### config.mk
export PLATFORM = sky130hd
export DESIGN_NAME = uart_cmd_top
export DESIGN_NICKNAME = d
export VERILOG_FILES = /design/src/uart_cmd_pkg.sv /design/src/uart_rx_if.sv /design/src/uart_tx_frame.sv /design/src/uart_rx_frame.sv /design/src/uart_cmd_ctrl.sv /design/src/uart_cmd_top.sv
export SDC_FILE = /design/constraint.sdc
export NUM_CORES = 1
export LEC_CHECK = 0
export ABC_CLOCK_PERIOD_IN_PS = 1900
export BUFFER_PORTS_ARGS = -buffer_cell sky130_fd_sc_hd__buf_2
export CORE_MARGIN = 5
export CORE_UTILIZATION = 45
export CTS_CLUSTER_SIZE = 14
export DETAILED_ROUTE_END_ITERATION = 10
export MAX_ROUTING_LAYER = met4
export PLACE_DENSITY = 0.65
export SETUP_SLACK_MARGIN = 0.5
export SKIP_CTS_REPAIR_TIMING = 1
export SLEW_MARGIN = 20
export SYNTH_ARGS = -nofsm -noshare
export SYNTH_HDL_FRONTEND = slang
export SYNTH_HIERARCHICAL = 1
export SYNTH_SLANG_ARGS = --single-unit
### constraint.sdc
create_clock -name clk -period 1.9 [get_ports clk]
set_input_delay 0.57 -clock clk [delete_from_list [all_inputs] [get_ports clk]]
set_output_delay 0.57 -clock clk [all_outputs]
set_load 0.05 [all_outputs]
### src/uart_cmd_pkg.sv
`default_nettype none

package uart_cmd_pkg;

  // Bit time is shortened for simulation.
  localparam int bit_cycles      = 16;
  localparam int half_bit_cycles = bit_cycles / 2;
  localparam int data_bits       = 8;
  // Start, data, parity and stop.
  localparam int frame_bits      = data_bits + 3;
  localparam int gap_cycles      = 16;

  localparam int cmd_width       = 16;
  localparam int cmd_rw_bit      = cmd_width - 1;

  localparam logic [2:0] st_idle       = 3'd0;
  localparam logic [2:0] st_send_addr  = 3'd1;
  localparam logic [2:0] st_gap        = 3'd2;
  localparam logic [2:0] st_send_data  = 3'd3;
  localparam logic [2:0] st_await_resp = 3'd4;
  localparam logic [2:0] st_done       = 3'd5;

  typedef logic [data_bits-1:0]          byte_t;
  typedef logic [$clog2(bit_cycles)-1:0] cnt_t;

endpackage

`default_nettype wire

### src/uart_rx_if.sv
`timescale 1ns/100ps
`default_nettype none

interface uart_rx_if
  import uart_cmd_pkg::*;
();

  logic  enable;
  byte_t data;
  logic  valid;
  // Only meaningful while valid is high.
  logic  parity_err;

  modport ctrl (output enable, input data, input valid, input parity_err);

  modport phy (input enable, output data, output valid, output parity_err);

endinterface

`default_nettype wire

### src/uart_tx_frame.sv
`timescale 1ns/100ps
`default_nettype none

module uart_tx_frame
  import uart_cmd_pkg::*;
(
  input  logic  clk,
  input  logic  rst_n,
  input  logic  tx_start,
  input  byte_t tx_byte,
  output logic  tx_done,
  output logic  tx
);

  logic                          busy;
  cnt_t                          bit_cnt;
  logic [$clog2(frame_bits)-1:0] bit_idx;
  byte_t                         data_q;
  logic                          bit_end;
  logic                          next_bit;

  assign bit_end = busy && (bit_cnt == bit_cycles - 1);
  assign tx_done = bit_end && (bit_idx == frame_bits - 1);

  // Line level for the bit after the current one.
  always_comb
  begin
    if (bit_idx < data_bits)
      next_bit = data_q[bit_idx[$clog2(data_bits)-1:0]];
    else if (bit_idx == data_bits)
      next_bit = ^data_q;
    else
      next_bit = 1'b1;
  end

  always_ff @(posedge clk or negedge rst_n)
  begin
    if (!rst_n)
    begin
      busy    <= 1'b0;
      bit_cnt <= '0;
      bit_idx <= '0;
      tx      <= 1'b1;
    end
    else if (tx_start && !busy)
    begin
      busy    <= 1'b1;
      bit_cnt <= '0;
      bit_idx <= '0;
      tx      <= 1'b0;
    end
    else if (bit_end)
    begin
      bit_cnt <= '0;
      if (tx_done)
      begin
        busy <= 1'b0;
        tx   <= 1'b1;
      end
      else
      begin
        bit_idx <= bit_idx + 1'b1;
        tx      <= next_bit;
      end
    end
    else if (busy)
      bit_cnt <= bit_cnt + 1'b1;
  end

  always_ff @(posedge clk)
  begin
    if (tx_start && !busy)
      data_q <= tx_byte;
  end

  a_idle_line_high: assert property (@(posedge clk) disable iff (!rst_n) !busy |-> tx);

  // The controller must wait for tx_done before the next frame.
  a_start_when_idle: assert property (@(posedge clk) disable iff (!rst_n)
    tx_start |-> !busy);

endmodule

`default_nettype wire

### src/uart_rx_frame.sv
`timescale 1ns/100ps
`default_nettype none

module uart_rx_frame
  import uart_cmd_pkg::*;
(
  input  logic   clk,
  input  logic   rst_n,
  input  logic   rx,
  uart_rx_if.phy rx_link
);

  logic                          rx_s1;
  logic                          rx_s2;
  logic                          rx_s3;
  logic                          active;
  cnt_t                          sample_cnt;
  logic [$clog2(frame_bits)-1:0] bit_idx;
  byte_t                         shift_q;
  logic                          parity_q;
  logic                          sample;
  logic                          frame_err;

  // First sample lands mid start bit, the rest one bit time apart.
  assign sample = active && ((bit_idx == 0) ? (sample_cnt == half_bit_cycles - 1)
                                            : (sample_cnt == bit_cycles - 1));

  // Odd total of ones or a low stop bit.
  assign frame_err = (^shift_q ^ parity_q) | ~rx_s2;

  always_ff @(posedge clk or negedge rst_n)
  begin
    if (!rst_n)
    begin
      rx_s1 <= 1'b1;
      rx_s2 <= 1'b1;
      rx_s3 <= 1'b1;
    end
    else
    begin
      rx_s1 <= rx;
      rx_s2 <= rx_s1;
      rx_s3 <= rx_s2;
    end
  end

  always_ff @(posedge clk or negedge rst_n)
  begin
    if (!rst_n)
    begin
      active             <= 1'b0;
      sample_cnt         <= '0;
      bit_idx            <= '0;
      rx_link.valid      <= 1'b0;
      rx_link.parity_err <= 1'b0;
    end
    else
    begin
      rx_link.valid <= 1'b0;
      if (!active)
      begin
        if (rx_link.enable && rx_s3 && !rx_s2)
        begin
          active     <= 1'b1;
          sample_cnt <= '0;
          bit_idx    <= '0;
        end
      end
      else if (sample)
      begin
        sample_cnt <= '0;
        bit_idx    <= bit_idx + 1'b1;
        // Back to hunting when the start bit has gone high again.
        if (bit_idx == 0 && rx_s2)
          active <= 1'b0;
        else if (bit_idx == frame_bits - 1)
        begin
          active             <= 1'b0;
          rx_link.valid      <= 1'b1;
          rx_link.parity_err <= frame_err;
        end
      end
      else
        sample_cnt <= sample_cnt + 1'b1;
    end
  end

  always_ff @(posedge clk)
  begin
    if (sample && bit_idx >= 1 && bit_idx <= data_bits)
      shift_q <= {rx_s2, shift_q[data_bits-1:1]};
    if (sample && bit_idx == data_bits + 1)
      parity_q <= rx_s2;
    if (sample && bit_idx == frame_bits - 1)
      rx_link.data <= shift_q;
  end

  a_valid_single: assert property (@(posedge clk) disable iff (!rst_n)
    rx_link.valid |=> !rx_link.valid);

endmodule

`default_nettype wire

### src/uart_cmd_ctrl.sv
`timescale 1ns/100ps
`default_nettype none

module uart_cmd_ctrl
  import uart_cmd_pkg::*;
(
  input  logic                 clk,
  input  logic                 rst_n,
  input  logic [cmd_width-1:0] cmd_in,
  input  logic                 cmd_vld,
  output logic                 cmd_rdy,
  output logic                 tx_start,
  output byte_t                tx_byte,
  input  logic                 tx_done,
  uart_rx_if.ctrl              rx_link,
  output byte_t                read_data,
  output logic                 read_rdy,
  output logic                 read_err
);

  logic [2:0]                    state;
  logic [cmd_width-1:0]          cmd_q;
  logic [$clog2(gap_cycles)-1:0] gap_cnt;
  logic                          accept;
  logic                          gap_end;

  // The done cycle already takes a new command.
  assign cmd_rdy        = (state == st_idle) || (state == st_done);
  assign accept         = cmd_vld && cmd_rdy;
  assign gap_end        = (state == st_gap) && (gap_cnt == gap_cycles - 1);
  assign rx_link.enable = (state == st_await_resp);

  always_ff @(posedge clk or negedge rst_n)
  begin
    if (!rst_n)
    begin
      state    <= st_idle;
      gap_cnt  <= '0;
      tx_start <= 1'b0;
      read_rdy <= 1'b0;
      read_err <= 1'b0;
    end
    else
    begin
      tx_start <= 1'b0;
      read_rdy <= 1'b0;
      read_err <= 1'b0;
      case (state)
        st_idle, st_done:
        begin
          if (accept)
          begin
            state    <= st_send_addr;
            tx_start <= 1'b1;
          end
          else
            state <= st_idle;
        end
        st_send_addr:
        begin
          gap_cnt <= '0;
          // Writes go on to the data byte, reads wait for the answer.
          if (tx_done)
            state <= cmd_q[cmd_rw_bit] ? st_gap : st_await_resp;
        end
        st_gap:
        begin
          if (gap_end)
          begin
            state    <= st_send_data;
            tx_start <= 1'b1;
          end
          else
            gap_cnt <= gap_cnt + 1'b1;
        end
        st_send_data:
        begin
          if (tx_done)
            state <= st_done;
        end
        st_await_resp:
        begin
          if (rx_link.valid)
          begin
            state    <= st_done;
            read_rdy <= 1'b1;
            read_err <= rx_link.parity_err;
          end
        end
        default:
          state <= st_idle;
      endcase
    end
  end

  always_ff @(posedge clk)
  begin
    if (accept)
    begin
      cmd_q   <= cmd_in;
      tx_byte <= cmd_in[cmd_rw_bit -: data_bits];
    end
    else if (gap_end)
      tx_byte <= cmd_q[data_bits-1:0];
    if (rx_link.enable && rx_link.valid)
      read_data <= rx_link.data;
  end

  a_read_rdy_in_read: assert property (@(posedge clk) disable iff (!rst_n)
    read_rdy |-> $past(rx_link.enable) && !cmd_q[cmd_rw_bit]);

  a_tx_rx_exclusive: assert property (@(posedge clk) disable iff (!rst_n)
    !(tx_start && rx_link.enable));

endmodule

`default_nettype wire

### src/uart_cmd_top.sv
`timescale 1ns/100ps
`default_nettype none

module uart_cmd_top
  import uart_cmd_pkg::*;
(
  input  logic                 clk,
  input  logic                 rst_n,
  input  logic [cmd_width-1:0] cmd_in,
  input  logic                 cmd_vld,
  output logic                 cmd_rdy,
  input  logic                 rx,
  output logic                 tx,
  output byte_t                read_data,
  output logic                 read_rdy,
  output logic                 read_err
);

  logic  tx_start;
  byte_t tx_byte;
  logic  tx_done;

  uart_rx_if rx_link ();

  uart_cmd_ctrl u_ctrl (
    .clk       (clk),
    .rst_n     (rst_n),
    .cmd_in    (cmd_in),
    .cmd_vld   (cmd_vld),
    .cmd_rdy   (cmd_rdy),
    .tx_start  (tx_start),
    .tx_byte   (tx_byte),
    .tx_done   (tx_done),
    .rx_link   (rx_link.ctrl),
    .read_data (read_data),
    .read_rdy  (read_rdy),
    .read_err  (read_err)
  );

  uart_tx_frame u_tx (
    .clk      (clk),
    .rst_n    (rst_n),
    .tx_start (tx_start),
    .tx_byte  (tx_byte),
    .tx_done  (tx_done),
    .tx       (tx)
  );

  uart_rx_frame u_rx (
    .clk     (clk),
    .rst_n   (rst_n),
    .rx      (rx),
    .rx_link (rx_link.phy)
  );

endmodule

`default_nettype wire

==> impl_metrics.json <==
{
  "start_util_pct": 46.7,
  "endpoint_kind": "primary output",
  "power.internal_mw": 2.66,
  "finalCritPeriodShare_pct": 98.1,
  "critPathKind": "reg2out",
  "overflow": 0,
  "ys_seq_elements": 84,
  "first_global_vias": 2089,
  "startpoint_type": "flop",
  "insertion_delay_ns": 0.36,
  "numCtsBuffers": 9,
  "fin_nets": 366,
  "drt_iter0_drc": 115,
  "pwr-share-comb_pct": 3.8,
  "ir_worst_vdd_mv": 0.487,
  "io_buffers": 31,
  "crit_arrival_ns": 1.29,
  "switchingPower_mw": 0.787,
  "clockPowerShare_pct": 39.4,
  "worst_slack_ns": 0.0357,
  "dpl.hpwl_mm": 4.04,
  "postLayoutCellArea_mm2": 0.00477,
  "cts_tree": "done",
  "dr.pass1.iters": 4,
  "power_density_mw_per_mm2": 724,
  "finalPower_mw": 3.45,
  "synth.cell_area_mm2": 0.00364,
  "critical_path.max_fanout": 2,
  "swShare_pct": 22.8,
  "core_mm2": 0.00781,
  "hold_path_class": "in2async",
  "vias_per_cell": 5.11,
  "setup_viol": 0,
  "globalplace.congestion": 0.830,
  "synth_nets": 292,
  "period_needed_ns": 1.86,
  "final-max-slew-violation-count": 0,
  "dp_slack_ns": 0.0350,
  "status": "finished, final reports clean",
  "required_ns": 1.33,
  "rr_worst_depth": 8,
  "synth_cells": 262,
  "grt_pass1_wl_mm": 9.86,
  "worst_pin_slew_ns": 0.445,
  "drc": 0,
  "skew_ns": 0.0102,
  "antenna_cells": 0,
  "ctsHtreeMaxLevel": 3,
  "rows": 32,
  "p_leak_nw": 1.93,
  "cts_buffer_depth": 2,
  "cts_sinks": 84,
  "placed_area_mm2": 0.00404,
  "synth-edff-count": 50,
  "fmax_mhz": 536,
  "antenna_found_initial": 0,
  "grtUsageTotal_pct": 13.0,
  "maxCapViolCount": 0,
  "ios": 32,
  "rr_endpoint": "u_rx/sample_cnt[3]",
  "syn_avg_cell_area_um2": 13.9,
  "syn_to_final_growth_pct": 30.8,
  "grt_max_degree": 35,
  "drive_gt1_share_pct": 44.3,
  "die_y_um": 100,
  "yosysWarnings": 6,
  "synthArstFlopShare_pct": 40.5,
  "root_buffer": "clkbuf_8",
  "synthFlopType": "edfxtp_1",
  "clkTransAtPathRegs_ns": 0.09,
  "r2r-start": "u_ctrl/state[1]",
  "ys_seq_area_share_pct": 64.7,
  "final_antenna_net_count": 0,
  "finalHoldViolations": 0,
  "rsz0062_at_grt": "true",
  "r2r_slack_ns": 0.06,
  "avgRoutedWirePerCell_um": 14.8,
  "vias": 2262,
  "slew_headroom_pct": 70.4,
  "wirelength_mm": 6.57,
  "ys_types": 48,
  "pwr-share-seq_pct": 56.8,
  "die-area_mm2": 0.00999,
  "utilization_pct": 61.0,
  "die_w_um": 100
}
cell families (layout without fill, tap and decap cells):
logic type,Yosys count,after routing,synth area share (%)
AOI/OAI and AO/OA,42,42,7.56
xor gates and xnor gates,21,21,5.26
adders and majority gates,10,10,3.44
buffers and inverters,19,97,2.65
DFF,84,84,64.7
muxes,15,15,5.43
and+or+nand+nor,71,72,11.0
area by class of cell:
class / instances / area, um2
fill: 629 / 3040
sequential: 84 / 2360
multi-input combinational: 160 / 1430
timing repair buffer: 69 / 568
tap: 102 / 128
clock buffer: 9 / 124
clock inverter: 7 / 93.8
inverter: 11 / 47.5
timing repair inverter: 1 / 7.51
cell usage after synthesis, types with 2 or more instances:
cell,number,area (um2)
xor2_1,4,35.0
a21o_1,2,15.0
xnor2_1,16,140
and2_1,5,31.3
nand3b_1,2,15.0
nand3_1,12,60.1
dfrtp_1,30,751
nand2_1,12,45.0
a21oi_1,14,70.1
and3_1,6,37.5
a21boi_0,2,15.0
buf_2,2,10.0
nand2b_1,5,31.3
nor3b_1,3,22.5
nor2_1,15,56.3
ha_1,10,125
mux4_1,2,52.6
mux2i_1,4,40.0
a22o_1,4,35.0
mux2_2,8,90.1
nand4_1,2,12.5
o21ai_0,7,35.0
edfxtp_1,50,1500
o31ai_1,2,15.0
o22ai_1,2,12.5
o21a_1,2,15.0
buf_6,2,22.5
inv_1,11,41.3
dfstp_2,4,105
a31oi_1,2,12.5
buf_4,2,15.0
clkbuf_1,2,7.51
registers in the layout, indices dropped and copies added, names as in the netlist, 8 cells and up:
| name | count |
|---|---|
| u_rx/rx_link.data | 8 |
| u_ctrl/cmd_q | 9 |
| u_rx/shift_q | 8 |
| u_ctrl/read_data | 8 |
| u_tx/data_q | 8 |
| u_ctrl/tx_byte | 8 |
worst max-delay path: stages, from the launching register on:
cell and delay (ns):
dfrtp_1 0.42, xnor2_2 0.20, and2_4 0.17, buf_6 0.15
worst max-delay path by stage:
stage | endpoint | slack [ns] | start | cells past startpoint
2_1_floorplan | u_rx/bit_idx[1] | 0.09 | u_rx/bit_idx[0] | 7
3_3_place_gp | u_rx/bit_idx[1] | 0.1 | u_rx/bit_idx[1] | 7
3_5_place_dp | u_rx/bit_idx[1] | 0.03 | u_rx/bit_idx[1] | 7
4_1_cts | cmd_rdy | -0.10 | u_ctrl/state[1] | 3
5_1_grt | cmd_rdy | -0.02 | u_ctrl/state[2] | 3
6_report | cmd_rdy | 0.04 | u_ctrl/state[2] | 3
routing by layer:
layer | up-vias | global-route usage, % | part of all wire, %
li1 | 1104 | - | -
met1 | 1112 | 17.0 | 45
met2 | 32 | 19.3 | 50
met3 | 14 | 2.50 | 3.5
met4 | 0 | 6.62 | 1.6
met5 | - | - | 0
power groups by stage:
| stage | combinational (mW) | sequential, mW | clock (mW) |
|---|---|---|---|
| after floorplan | 0.0654 | 1.99 | 0 |
| after global placement | 0.110 | 2.00 | 0 |
| after detailed placement | 0.112 | 2.00 | 0 |
| after CTS | 0.112 | 1.96 | 1.40 |
| after global routing | 0.141 | 1.96 | 1.48 |
| final | 0.130 | 1.96 | 1.36 |
per-stage QoR:
step / hold slack [ns] / instances / TNS (ns)
after floorplan: 0.274 / 262 / 0
after global placement: 0.347 / 395 / 0
after detailed placement: 0.347 / 395 / 0
after CTS: 0.234 / 411 / -0.106
after global routing: 0.269 / 443 / -0.0184
final: 0.222 / 443 / 0
cells in the final DEF (no fill, tap or decap), types with 5 or more instances in the layout:
cell      Yosys  final
dfrtp_2       0      6
buf_6         2     16
inv_1        11      6
a21oi_1      14     13
nor2_1       15     12
edfxtp_1     50     50
clkbuf_8      0      9
buf_2         2     19
nand3_1      12      7
o21ai_0       7      5
ha_1         10      6
xnor2_1      16     14
nand2_1      12     12
and2_4        0      5
dfrtp_1      30     24
buf_4         2     31
mux2_4        1      8
nand3_2       1      6
Note: power is estimated with default switching activity, not from simulation.
